**src/hw/sd_pkg.sv**
```systemverilog
package sd_pkg;

  // ------------------------------------------------------------
  // link widths and sizes
  // ------------------------------------------------------------
  typedef logic [7:0] sd_byte_t;

  localparam int SD_ADDR_WIDTH   = 32;
  localparam int SD_BLKCNT_WIDTH = 16;
  localparam int SD_BLOCK_BYTES  = 512;

  // command index as it sits in the frame after the start bits
  typedef enum logic [5:0] {
    CMD0   = 6'd0,
    CMD8   = 6'd8,
    CMD12  = 6'd12,
    CMD18  = 6'd18,
    ACMD41 = 6'd41,
    CMD55  = 6'd55
  } sd_cmd_e;

  typedef struct packed {
    sd_cmd_e     index;
    logic [31:0] arg;
    sd_byte_t    crc;
  } sd_command_t;

  // ------------------------------------------------------------
  // sequencer to transactor link
  // ------------------------------------------------------------
  typedef enum logic [1:0] {
    IDLE_BYTE = 2'd0,
    COMMAND   = 2'd1,
    DATA_BYTE = 2'd2
  } sd_xfer_op_e;

  typedef struct packed {
    logic        stb;
    sd_xfer_op_e op;
    sd_command_t cmd;
  } sd_xfer_req_t;

  typedef struct packed {
    logic     done;
    logic     timeout;
    sd_byte_t data;
  } sd_xfer_rsp_t;

  typedef struct packed {
    logic [SD_ADDR_WIDTH-1:0]   addr;
    logic [SD_BLKCNT_WIDTH-1:0] count;
  } sd_read_req_t;

  // response and token bytes
  localparam sd_byte_t R1_IDLE     = 8'h01;
  localparam sd_byte_t R1_READY    = 8'h00;
  localparam sd_byte_t TOKEN_START = 8'hFE;
  localparam sd_byte_t CMD8_ECHO   = 8'hAA;

endpackage

```
**src/hw/sd_controller.sv**
```systemverilog
`timescale 1ns/100ps

module sd_controller #(
  parameter int POLL_LIMIT = 8
) (
  input  logic                 CLK,
  input  logic                 RST,
  input  logic                 rd_stb,
  input  sd_pkg::sd_read_req_t rd_req,
  output logic                 ready,
  output logic                 data_stb,
  output sd_pkg::sd_byte_t     data,
  output logic                 rd_done,
  output sd_pkg::sd_xfer_req_t xfer_req,
  input  sd_pkg::sd_xfer_rsp_t xfer_rsp
);

  import sd_pkg::*;

  typedef enum logic {
    INIT,
    OPERATE
  } phase_e;

  phase_e       phase_q;
  logic         booted_q;
  logic         start_q;
  logic         init_done;
  logic         rd_busy;
  sd_xfer_req_t init_req;
  sd_xfer_req_t read_req;

  assign ready    = (phase_q == OPERATE) && !rd_busy;
  assign xfer_req = (phase_q == INIT) ? init_req : read_req;

  // init kicks off once, the cycle after reset drops
  always_ff @(posedge CLK or posedge RST) begin
    if (RST) begin
      phase_q  <= INIT;
      booted_q <= 1'b0;
      start_q  <= 1'b0;
    end else begin
      booted_q <= 1'b1;
      start_q  <= !booted_q;
      if (init_done) phase_q <= OPERATE;
    end
  end

  sd_init_seq u_init (
    .CLK   (CLK),
    .RST   (RST),
    .start (start_q),
    .req   (init_req),
    .rsp   (xfer_rsp),
    .done  (init_done)
  );

  sd_read_seq #(
    .POLL_LIMIT (POLL_LIMIT)
  ) u_read (
    .CLK      (CLK),
    .RST      (RST),
    .rd_stb   (rd_stb && ready),
    .rd_req   (rd_req),
    .req      (read_req),
    .rsp      (xfer_rsp),
    .data_stb (data_stb),
    .data     (data),
    .rd_done  (rd_done),
    .busy     (rd_busy)
  );

endmodule

```
**src/hw/sd_init_seq.sv**
```systemverilog
`timescale 1ns/100ps

module sd_init_seq (
  input  logic                 CLK,
  input  logic                 RST,
  input  logic                 start,
  output sd_pkg::sd_xfer_req_t req,
  input  sd_pkg::sd_xfer_rsp_t rsp,
  output logic                 done
);

  import sd_pkg::*;

  typedef enum logic [2:0] {
    I_WAIT,
    I_DUMMY,
    I_CMD0,
    I_CMD8,
    I_R7,
    I_CMD55,
    I_ACMD41,
    I_DONE
  } i_state_e;

  i_state_e   state_q;
  logic       pend_q;
  logic [3:0] cnt_q;
  logic       hit;

  // only our own operation completes here
  assign hit  = pend_q && rsp.done;
  assign done = (state_q == I_DONE);

  always_comb begin
    req.stb = !pend_q && (state_q != I_WAIT) && (state_q != I_DONE);
    case (state_q)
      I_DUMMY: req.op = IDLE_BYTE;
      I_R7:    req.op = DATA_BYTE;
      default: req.op = COMMAND;
    endcase
    case (state_q)
      I_CMD0:   req.cmd = '{index: CMD0, arg: 32'h0000_0000, crc: 8'h95};
      I_CMD8:   req.cmd = '{index: CMD8, arg: 32'h0000_01AA, crc: 8'h87};
      I_CMD55:  req.cmd = '{index: CMD55, arg: 32'h0000_0000, crc: 8'h65};
      I_ACMD41: req.cmd = '{index: ACMD41, arg: 32'h4000_0000, crc: 8'h77};
      default:  req.cmd = '{index: CMD0, arg: 32'hFFFF_FFFF, crc: 8'hFF};
    endcase
  end

  // staying in a state after a hit reissues its operation
  always_ff @(posedge CLK or posedge RST) begin
    if (RST) begin
      state_q <= I_WAIT;
      pend_q  <= 1'b0;
      cnt_q   <= '0;
    end else begin
      if (req.stb) begin
        pend_q <= 1'b1;
      end else if (hit) begin
        pend_q <= 1'b0;
      end
      case (state_q)
        I_WAIT: begin
          if (start) begin
            state_q <= I_DUMMY;
            cnt_q   <= '0;
          end
        end
        I_DUMMY: begin
          if (hit) begin
            cnt_q <= cnt_q + 4'd1;
            if (cnt_q == 4'd9) state_q <= I_CMD0;
          end
        end
        I_CMD0: begin
          if (hit && !rsp.timeout && rsp.data == R1_IDLE) state_q <= I_CMD8;
        end
        I_CMD8: begin
          if (hit && !rsp.timeout && rsp.data == R1_IDLE) begin
            state_q <= I_R7;
            cnt_q   <= '0;
          end
        end
        I_R7: begin
          // four trailing bytes, check pattern in the last
          if (hit) begin
            cnt_q <= cnt_q + 4'd1;
            if (cnt_q == 4'd3) state_q <= (rsp.data == CMD8_ECHO) ? I_CMD55 : I_CMD8;
          end
        end
        I_CMD55: begin
          if (hit && !rsp.timeout && rsp.data[7:1] == 7'd0) state_q <= I_ACMD41;
        end
        I_ACMD41: begin
          if (hit) state_q <= (!rsp.timeout && rsp.data == R1_READY) ? I_DONE : I_CMD55;
        end
        default: state_q <= I_WAIT;
      endcase
    end
  end

endmodule

```
**src/hw/sd_read_seq.sv**
```systemverilog
`timescale 1ns/100ps

module sd_read_seq #(
  parameter int POLL_LIMIT = 8
) (
  input  logic                 CLK,
  input  logic                 RST,
  input  logic                 rd_stb,
  input  sd_pkg::sd_read_req_t rd_req,
  output sd_pkg::sd_xfer_req_t req,
  input  sd_pkg::sd_xfer_rsp_t rsp,
  output logic                 data_stb,
  output sd_pkg::sd_byte_t     data,
  output logic                 rd_done,
  output logic                 busy
);

  import sd_pkg::*;

  // token wait allowance, in polled bytes
  localparam int TOKEN_LIMIT = POLL_LIMIT * 64;
  localparam int TW = $clog2(TOKEN_LIMIT);
  localparam int BW = $clog2(SD_BLOCK_BYTES);

  typedef enum logic [2:0] {
    R_IDLE,
    R_CMD18,
    R_TOKEN,
    R_DATA,
    R_CRC,
    R_CMD12,
    R_BUSY,
    R_FINISH
  } r_state_e;

  r_state_e                   state_q;
  logic                       pend_q;
  logic                       hit;
  logic [SD_ADDR_WIDTH-1:0]   addr_q;
  logic [SD_BLKCNT_WIDTH-1:0] left_q;
  logic [BW-1:0]              byte_q;
  logic [TW-1:0]              wait_q;

  assign hit      = pend_q && rsp.done;
  assign data_stb = hit && (state_q == R_DATA);
  assign data     = rsp.data;
  assign rd_done  = (state_q == R_FINISH);
  assign busy     = (state_q != R_IDLE);

  always_comb begin
    req.stb = !pend_q && (state_q != R_IDLE) && (state_q != R_FINISH);
    req.op  = DATA_BYTE;
    req.cmd = '{index: CMD18, arg: addr_q, crc: 8'hFF};
    if (state_q == R_CMD18) begin
      req.op = COMMAND;
    end
    if (state_q == R_CMD12) begin
      req.op  = COMMAND;
      req.cmd = '{index: CMD12, arg: 32'h0000_0000, crc: 8'h61};
    end
  end

  // ------------------------------------------------------------
  // block loop, a lost token stops and resumes at the same block
  // ------------------------------------------------------------
  always_ff @(posedge CLK or posedge RST) begin
    if (RST) begin
      state_q <= R_IDLE;
      pend_q  <= 1'b0;
      addr_q  <= '0;
      left_q  <= '0;
      byte_q  <= '0;
      wait_q  <= '0;
    end else begin
      if (req.stb) begin
        pend_q <= 1'b1;
      end else if (hit) begin
        pend_q <= 1'b0;
      end
      case (state_q)
        R_IDLE: begin
          if (rd_stb) begin
            addr_q  <= rd_req.addr;
            left_q  <= rd_req.count;
            state_q <= (rd_req.count == '0) ? R_FINISH : R_CMD18;
          end
        end
        R_CMD18: begin
          if (hit && !rsp.timeout && rsp.data == R1_READY) begin
            state_q <= R_TOKEN;
            wait_q  <= '0;
          end
        end
        R_TOKEN: begin
          if (hit && rsp.data == TOKEN_START) begin
            state_q <= R_DATA;
            byte_q  <= '0;
          end else if (hit && wait_q == TW'(TOKEN_LIMIT - 1)) begin
            state_q <= R_CMD12;
          end else if (hit) begin
            wait_q <= wait_q + 1'b1;
          end
        end
        R_DATA: begin
          if (hit) begin
            byte_q <= byte_q + 1'b1;
            if (byte_q == BW'(SD_BLOCK_BYTES - 1)) state_q <= R_CRC;
          end
        end
        R_CRC: begin
          // two crc bytes, dropped
          if (hit) begin
            byte_q <= byte_q + 1'b1;
            if (byte_q == BW'(1)) begin
              addr_q  <= addr_q + 1'b1;
              left_q  <= left_q - 1'b1;
              wait_q  <= '0;
              state_q <= (left_q == SD_BLKCNT_WIDTH'(1)) ? R_CMD12 : R_TOKEN;
            end
          end
        end
        R_CMD12: begin
          if (hit && !rsp.timeout) state_q <= R_BUSY;
        end
        R_BUSY: begin
          // card holds the line at zero while busy
          if (hit && rsp.data != 8'h00) state_q <= (left_q == '0) ? R_FINISH : R_CMD18;
        end
        default: state_q <= R_IDLE;
      endcase
    end
  end

endmodule

```
**src/hw/sd_spi_reader.sv**
```systemverilog
`timescale 1ns/100ps

module sd_spi_reader #(
  parameter int CLK_DIV    = 4,
  parameter int POLL_LIMIT = 8
) (
  input  logic                 CLK,
  input  logic                 RST,
  input  logic                 rd_stb,
  input  sd_pkg::sd_read_req_t rd_req,
  output logic                 ready,
  output logic                 data_stb,
  output sd_pkg::sd_byte_t     data,
  output logic                 rd_done,
  output logic                 sclk,
  output logic                 mosi,
  input  logic                 miso,
  output logic                 cs
);

  import sd_pkg::*;

  sd_xfer_req_t xfer_req;
  sd_xfer_rsp_t xfer_rsp;

  sd_controller #(
    .POLL_LIMIT (POLL_LIMIT)
  ) u_ctrl (
    .CLK      (CLK),
    .RST      (RST),
    .rd_stb   (rd_stb),
    .rd_req   (rd_req),
    .ready    (ready),
    .data_stb (data_stb),
    .data     (data),
    .rd_done  (rd_done),
    .xfer_req (xfer_req),
    .xfer_rsp (xfer_rsp)
  );

  sd_transactor #(
    .CLK_DIV    (CLK_DIV),
    .POLL_LIMIT (POLL_LIMIT)
  ) u_xact (
    .CLK  (CLK),
    .RST  (RST),
    .req  (xfer_req),
    .rsp  (xfer_rsp),
    .cs   (cs),
    .sclk (sclk),
    .mosi (mosi),
    .miso (miso)
  );

endmodule

```
**src/hw/sd_transactor.sv**
```systemverilog
`timescale 1ns/100ps

module sd_transactor #(
  parameter int CLK_DIV    = 4,
  parameter int POLL_LIMIT = 8
) (
  input  logic                 CLK,
  input  logic                 RST,
  input  sd_pkg::sd_xfer_req_t req,
  output sd_pkg::sd_xfer_rsp_t rsp,
  output logic                 cs,
  output logic                 sclk,
  output logic                 mosi,
  input  logic                 miso
);

  import sd_pkg::*;

  localparam int PW = $clog2(POLL_LIMIT + 1);

  typedef enum logic [1:0] {
    T_IDLE,
    T_FRAME,
    T_POLL,
    T_SINGLE
  } t_state_e;

  t_state_e      state_q;
  logic [39:0]   frame_q;
  logic [2:0]    left_q;
  logic [PW-1:0] poll_q;
  logic          byte_stb_q;
  sd_byte_t      tx_q;
  logic          rx_stb;
  sd_byte_t      rx_byte;
  logic          done_q;
  logic          timeout_q;
  sd_byte_t      data_q;

  assign rsp = '{done: done_q, timeout: timeout_q, data: data_q};

  // ------------------------------------------------------------
  // operation control and chip select
  // ------------------------------------------------------------
  always_ff @(posedge CLK or posedge RST) begin
    if (RST) begin
      state_q    <= T_IDLE;
      left_q     <= '0;
      poll_q     <= '0;
      byte_stb_q <= 1'b0;
      cs         <= 1'b1;
      done_q     <= 1'b0;
      timeout_q  <= 1'b0;
    end else begin
      byte_stb_q <= 1'b0;
      done_q     <= 1'b0;
      case (state_q)
        T_IDLE: begin
          if (req.stb) begin
            byte_stb_q <= 1'b1;
            cs         <= (req.op == IDLE_BYTE);
            timeout_q  <= 1'b0;
            left_q     <= 3'd5;
            state_q    <= (req.op == COMMAND) ? T_FRAME : T_SINGLE;
          end
        end
        T_FRAME: begin
          if (rx_stb) begin
            byte_stb_q <= 1'b1;
            if (left_q == 3'd0) begin
              state_q <= T_POLL;
              poll_q  <= '0;
            end else begin
              left_q <= left_q - 3'd1;
            end
          end
        end
        T_POLL: begin
          // R1 starts with a clear top bit
          if (rx_stb && (!rx_byte[7] || poll_q == PW'(POLL_LIMIT - 1))) begin
            done_q    <= 1'b1;
            timeout_q <= rx_byte[7];
            state_q   <= T_IDLE;
          end else if (rx_stb) begin
            poll_q     <= poll_q + 1'b1;
            byte_stb_q <= 1'b1;
          end
        end
        default: begin
          if (rx_stb) begin
            done_q  <= 1'b1;
            state_q <= T_IDLE;
          end
        end
      endcase
    end
  end

  // frame serializer, start bits plus index go first
  always_ff @(posedge CLK) begin
    if (state_q == T_IDLE && req.stb) begin
      tx_q    <= (req.op == COMMAND) ? {2'b01, req.cmd.index} : 8'hFF;
      frame_q <= {req.cmd.arg, req.cmd.crc};
    end else if (rx_stb) begin
      tx_q    <= (state_q == T_FRAME && left_q != 3'd0) ? frame_q[39:32] : 8'hFF;
      frame_q <= {frame_q[31:0], 8'hFF};
      data_q  <= rx_byte;
    end
  end

  spi_byte_engine #(
    .CLK_DIV (CLK_DIV)
  ) u_engine (
    .CLK      (CLK),
    .RST      (RST),
    .byte_stb (byte_stb_q),
    .tx_byte  (tx_q),
    .rx_stb   (rx_stb),
    .rx_byte  (rx_byte),
    .sclk     (sclk),
    .mosi     (mosi),
    .miso     (miso)
  );

endmodule

```
**src/hw/spi_byte_engine.sv**
```systemverilog
`timescale 1ns/100ps

module spi_byte_engine #(
  parameter int CLK_DIV = 4
) (
  input  logic             CLK,
  input  logic             RST,
  input  logic             byte_stb,
  input  sd_pkg::sd_byte_t tx_byte,
  output logic             rx_stb,
  output sd_pkg::sd_byte_t rx_byte,
  output logic             sclk,
  output logic             mosi,
  input  logic             miso
);

  localparam int TW = (CLK_DIV > 1) ? $clog2(CLK_DIV) : 1;

  logic          busy_q;
  logic [TW-1:0] tick_q;
  logic [3:0]    half_q;
  logic [7:0]    tx_q;
  logic [7:0]    rx_q;
  logic          tick;

  // end of one sclk half period
  assign tick = busy_q && (tick_q == TW'(CLK_DIV - 1));

  // line idles high between bytes
  assign mosi    = busy_q ? tx_q[7] : 1'b1;
  assign rx_byte = rx_q;

  always_ff @(posedge CLK or posedge RST) begin
    if (RST) begin
      busy_q <= 1'b0;
      tick_q <= '0;
      half_q <= '0;
      sclk   <= 1'b0;
      rx_stb <= 1'b0;
    end else begin
      rx_stb <= 1'b0;
      if (byte_stb && !busy_q) begin
        busy_q <= 1'b1;
        tick_q <= '0;
        half_q <= '0;
      end else if (tick) begin
        tick_q <= '0;
        half_q <= half_q + 4'd1;
        // even half periods rise, odd ones fall
        sclk   <= ~half_q[0];
        if (half_q == 4'd15) begin
          busy_q <= 1'b0;
          rx_stb <= 1'b1;
        end
      end else if (busy_q) begin
        tick_q <= tick_q + 1'b1;
      end
    end
  end

  // sample on the rising edge, shift out on the falling edge
  always_ff @(posedge CLK) begin
    if (byte_stb && !busy_q) begin
      tx_q <= tx_byte;
    end else if (tick && half_q[0]) begin
      tx_q <= {tx_q[6:0], 1'b1};
    end else if (tick) begin
      rx_q <= {rx_q[6:0], miso};
    end
  end

endmodule

```
**config.mk**
```make
export PLATFORM = sky130hd
export DESIGN_NAME = sd_spi_reader
export DESIGN_NICKNAME = d
export VERILOG_FILES = /design/src/hw/sd_pkg.sv /design/src/hw/sd_controller.sv /design/src/hw/sd_init_seq.sv /design/src/hw/sd_read_seq.sv /design/src/hw/sd_spi_reader.sv /design/src/hw/sd_transactor.sv /design/src/hw/spi_byte_engine.sv
export SDC_FILE = /design/constraint.sdc
export NUM_CORES = 1
export LEC_CHECK = 0
export CAP_MARGIN = 10
export CORE_AREA = 2 2 122 183
export CTS_CLUSTER_SIZE = 10
export DETAILED_ROUTE_END_ITERATION = 12
export DIE_AREA = 0 0 124 185
export DONT_BUFFER_PORTS = 1
export PLACE_DENSITY_LB_ADDON = 0.05
export SYNTH_ARGS = -nofsm -noshare
export SYNTH_HDL_FRONTEND = slang
export SYNTH_HIERARCHICAL = 1
export SYNTH_SLANG_ARGS = --single-unit
export TNS_END_PERCENT = 50
```
**constraint.sdc**
```tcl
create_clock -name CLK -period 3.1 [get_ports CLK]
set_input_delay 0.62 -clock CLK [delete_from_list [all_inputs] [get_ports CLK]]
set_output_delay 0.62 -clock CLK [all_outputs]
set_load 0.03 [all_outputs]
```
# Word level (Yosys, flattened, before mapping)
# Cells that the tools add are included.
[totals]
register_bits = 175
inputBits = 52
output_inout_bits = 14
elab_cells = 284
[classes]
addsub = 9
eq_ne = 62
n_mux = 102
bitwise_logic = 4
reduce_logical = 78
[op_table]
columns = ["operator", "count"]
rows = [
  ["46-bit case mux with 4 select lines", 1],
  ["32-bit two-way mux", 3],
  ["40-bit two-way mux", 2],
  ["3-bit two-way mux", 26],
  ["9-bit two-way mux", 8],
  ["32-bit case mux with 2 select lines", 1],
  ["49-bit two-way mux", 1],
  ["16-bit two-way mux", 3],
  ["48-bit two-way mux", 1],
  ["8-bit two-way mux", 6],
  ["2-bit != test (second input constant)", 21],
  ["3-bit case mux with 7 select lines", 2],
  ["4-bit two-way mux", 9],
  ["32-bit by 1-bit adder with 32-bit output (second input constant)", 1],
  ["16-bit zero test", 2],
  ["16-bit case mux with 2 select lines", 1],
  ["9-bit case mux with 3 select lines", 1],
  ["3-bit equality test (second input constant)", 8],
  ["1-bit logical AND", 24],
  ["2-bit two-way mux", 11],
  ["2-bit nonzero test", 11],
  ["3-bit nonzero test", 7],
  ["9-bit by 1-bit adder with 9-bit output (second input constant)", 2],
  ["9-bit equality test (second input constant)", 2],
  ["41 further kinds", 101],
]

# Longest topological paths before layout
[depth]
depth_word = 8
depth_mapped = 11
ltp_nobuf = 10

# By module
# Netlist, hierarchy kept.
[by_module_without_submodules]
columns = ["mod", "n_inst", "cells_per_inst", "area_each_um2", "seq_area_each_um2"]
rows = [
  ["sd_read_seq", 1, 613, 4978.5, 1751.7],
  ["sd_transactor", 1, 263, 3001.6, 2008.2],
  ["sd_init_seq", 1, 130, 1016.0, 200.2],
  ["spi_byte_engine", 1, 80, 1008.5, 705.7],
  ["sd_controller", 1, 64, 942.2, 75.1],
]

# Worst setup path after synthesis
# No wires, ideal clock.
[synth_path]
path_kind = "register -> register"
startpoint = "register u_ctrl.u_read.state_q[0]"
endpoint = "register u_xact.frame_q[0], enable pin"
setup_ns = 0.589
arrival_ns = 2.990
path_slack_ns = -0.479
stages_incl_launch_ff = 10
path_cell_list = "dfrtp_1 buf_1 clkbuf_1 and3_1 nor3_1 mux2_2 and2b_1 nand2b_1 buf_2 nand2b_1"
[synth_rtl]
columns = ["element", "line", "rtl"]
rows = [
  ["from (decl)", "sd_read_seq.sv:36", "r_state_e state_q;"],
  ["from (signal assigned)", "sd_read_seq.sv:85", "state_q <= (rd_req.count == '0) ? R_FINISH : R_CMD18;"],
  ["from (signal assigned)", "sd_read_seq.sv:118", "state_q <= (left_q == SD_BLKCNT_WIDTH'(1)) ? R_CMD12 : R_TOKEN;"],
  ["from (signal assigned)", "sd_read_seq.sv:127", "if (hit && rsp.data != 8'h00) state_q <= (left_q == '0) ? R_FINISH : R_CMD18;"],
  ["to (signal assigned)", "sd_transactor.sv:103", "frame_q <= {req.cmd.arg, req.cmd.crc};"],
  ["to (signal assigned)", "sd_transactor.sv:106", "frame_q <= {frame_q[31:0], 8'hFF};"],
  ["to (decl)", "sd_transactor.sv:29", "logic [39:0] frame_q;"],
]

==> flow_summary.json <==
{
  "fmax_mhz": 375,
  "synth_edf_count": 72,
  "cp-start-kind": "flop",
  "fin_util_pct": 53.3,
  "path_cells": "and3_1 -> a211oi_1 -> mux2_2 -> and2b_1 -> nand2b_1 -> nand2b_2 -> buf_12",
  "crit_slowest_cell": "dfrtp_1",
  "dr.pass1.iters": 5,
  "synthesis.area_mm2": 0.0109,
  "fin_cells": 1365,
  "r2r_setup_slack_ps": 440,
  "antenna_found_initial": 0,
  "fin_ws_ps": 435,
  "grt_overflow_total": 0,
  "first_iter_violations": 640,
  "ys.flop_type": "dfrtp_1",
  "r2r-start": "u_ctrl/u_init/state_q[2]",
  "rows": 66,
  "reg2reg_to": "u_xact/frame_q[29]",
  "tightest_slew_ps": 936,
  "fp.dieH_um": 185,
  "layout-drive-gt1-share_pct": 13.5,
  "async_flop_share_pct": 58.9,
  "rsz0062_at_grt": "no",
  "finalHoldViolCount": 0,
  "status": "finished clean",
  "crit_path_max_incr_delay_ps": 550,
  "htreeDepth": 4,
  "slew_headroom_pct": 37.6,
  "numCtsBuffers": 17,
  "core-area_mm2": 0.0215,
  "dpl.hpwl_um": 17700,
  "vias": 7956,
  "synth.yosys.seq_area_share_pct": 43.3,
  "finalPower_mw": 5.70,
  "slew_viol_final": 0,
  "remaining_drc_errors": 0,
  "p_per_area_mw_per_mm2": 498,
  "min_period_ps": 2660,
  "clock_latency_ps": 430,
  "synth_top_area_share_pct": 23.3,
  "multi_input_area_mm2": 0.00525,
  "criticalPathCategory": "reg -> reg",
  "wl_per_cell_um": 18.6,
  "end_kind": "flop",
  "yosysWarnings": 6,
  "wirelength_um": 25400,
  "clock_sinks": 175,
  "path_clk_slew_ps": 70,
  "cts_buffer_depth": 2,
  "antenna_cells": 0,
  "fin_tns_setup_ps": 0,
  "port_buffers": 0,
  "grt_max_degree": 72,
  "die-area_mm2": 0.0229,
  "synth_seq_cells": 175,
  "synthCells": 1150,
  "grt_pass1_vias": 7936,
  "viasPerCell": 5.83,
  "grt_pass1_wl_um": 42200,
  "crit_required_ps": 3220,
  "ys_types": 85,
  "start_util_pct": 51.0,
  "boundaryPins": 66,
  "fin_crit_sh_pct": 86.0,
  "synth_area_per_cell_um2": 9.52,
  "leakage_nw": 4.70,
  "maxCapViolCount": 0,
  "ir_drop_mv": 0.380,
  "syn_to_final_growth_pct": 4.50,
  "cts-root-buf": "clkbuf_16",
  "regArea_mm2": 0.00474,
  "nFillCells": 2013,
  "netlist_top_cells_area": "dfrtp_1, edfxtp_1, mux2_4",
  "gp_congestion": 0.857,
  "grt_util_all_layers_pct": 23.6,
  "cts_tree": "done",
  "crit_arrival_ps": 2790,
  "yosysTopAreaCell": "dfrtp_1",
  "pre_cts_slack_ps": 414,
  "nNetsFinal": 1148,
  "placed_cells": 1331,
  "min_path_type": "in -> async",
  "die_w_um": 124,
  "cp_max_fo": 37,
  "setup_violations": 0,
  "drtAntennaViolNets": 0,
  "reg2reg_depth": 7,
  "skew_ps": 9.33
}
-- Yosys cell counts (5+ instances only) --
cell and number:
nand2_1 173, o31ai_1 16, a31oi_1 18, nand3_1 30, nor4_1 14, nor2_1 69
a21oi_1 48, nand2b_1 21, a2bb2oi_1 14, edfxtp_1 72, nor2b_1 13, and3_1 19
a22o_1 9, inv_1 34, mux2_4 48, o21ai_0 67, a211oi_1 6, a21o_1 6
nor3_1 15, o22ai_1 7, ha_1 16, buf_4 64, buf_2 22, o21ai_1 7
o22a_1 11, o21a_1 5, clkbuf_1 31, nand3b_1 6, o211ai_1 9, buf_6 6
o2bb2ai_1 5, and2_1 41, dfrtp_1 102, nand4_1 19, or3_1 8
-- where the power goes --
group / total [mW] / leakage, nW / internal, mW / switching [mW]
clock network: 2.33 / 0.306 / 1.35 / 0.977
logic: 0.642 / 2.41 / 0.292 / 0.349
registers: 2.73 / 1.98 / 2.58 / 0.154
-- flip-flops by register name, summed over array words and instances (netlist names), 8 cells and up --
register and count:
u_xact/u_engine/rx_byte 8, u_ctrl/u_read/addr_q 32, u_xact/data_q 8, u_ctrl/u_read/left_q 16, u_xact/frame_q 40, u_xact/tx_q 8, u_xact/u_engine/tx_q 8, u_ctrl/u_read/wait_q 9
u_ctrl/u_read/byte_q 9
-- per-layer routing --
metal	share of wire (%)	global-route usage [%]
met2	53	41.3
met5	0	0
met4	1.2	6.02
met3	3.8	4.37
met1	42	29.9
-- stage by stage --
stage                     hold WS, ps  area [um^2]
after floorplan                   370        11000
after global placement            385        10800
after detailed placement          389        10800
after CTS                        14.5        11400
after global routing             38.1        11400
final                            30.2        11400
-- worst max path at each step --
stage                             start                  endpoint  slack (ps)  cells after the start
2_1_floorplan  u_ctrl/u_read/state_q[0]         u_xact/frame_q[0]          10                      9
3_3_place_gp   u_ctrl/u_read/state_q[1]  u_ctrl/u_read/left_q[14]         480                      8
3_5_place_dp   u_ctrl/u_read/state_q[1]  u_ctrl/u_read/left_q[14]         410                      8
4_1_cts        u_ctrl/u_read/state_q[1]  u_ctrl/u_read/left_q[14]         410                      8
5_1_grt        u_ctrl/u_init/state_q[2]        u_xact/frame_q[23]         180                      7
6_report       u_ctrl/u_init/state_q[2]        u_xact/frame_q[29]         440                      7
-- area by class of cell --
type | instances | area share [%]
Clock buffer | 21 | 4.41
Timing Repair Buffer | 36 | 2.93
Multi-Input combinational cell | 815 | 45.9
Sequential cell | 175 | 41.5
Inverter | 35 | 1.15
Tap cell | 272 | 2.97
Clock inverter | 11 | 1.20
-- cells by family after synthesis --
logic type / after synthesis / share of synthesized area (%)
multiplexers: 56 / 7.36
AO/OA/AOI/OAI: 265 / 16.1
other: 4 / 0.137
buffers and inverters: 164 / 9.18
adder cells (fa/ha/maj): 16 / 1.83
XOR/XNOR: 5 / 0.400
AND/OR/NAND/NOR: 465 / 21.7
flip-flops: 175 / 43.3
-- placed cells by master, fill, tap and decap left out, types with 18 or more instances in the layout --
cell type,count
nand4_1,19
and3_1,19
a21oi_1,48
buf_4,30
nand2b_1,20
edfxtp_1,72
o21ai_0,67
a31oi_1,18
nor2_1,68
inv_1,33
nand3_1,30
clkbuf_16,20
and2_1,41
nand2_1,173
dfrtp_1,101
mux2_4,48
-- what timing repair did --
action,CTS,global route
resized for setup,0,0
setup buffers,0,0
endpoints found under the hold margin,3,0
setup endpoints to repair,0,0
hold buffers,1,0
-- worst max-delay path, delay by kind of cell (launching register included) --
family / cells / cell delay (ps)
buf+inv: 1 / 260
flops: 1 / 550
compound gates: 1 / 270
mux: 1 / 250
simple gates: 4 / 1000
Note: power is estimated with default switching activity, not from simulation.
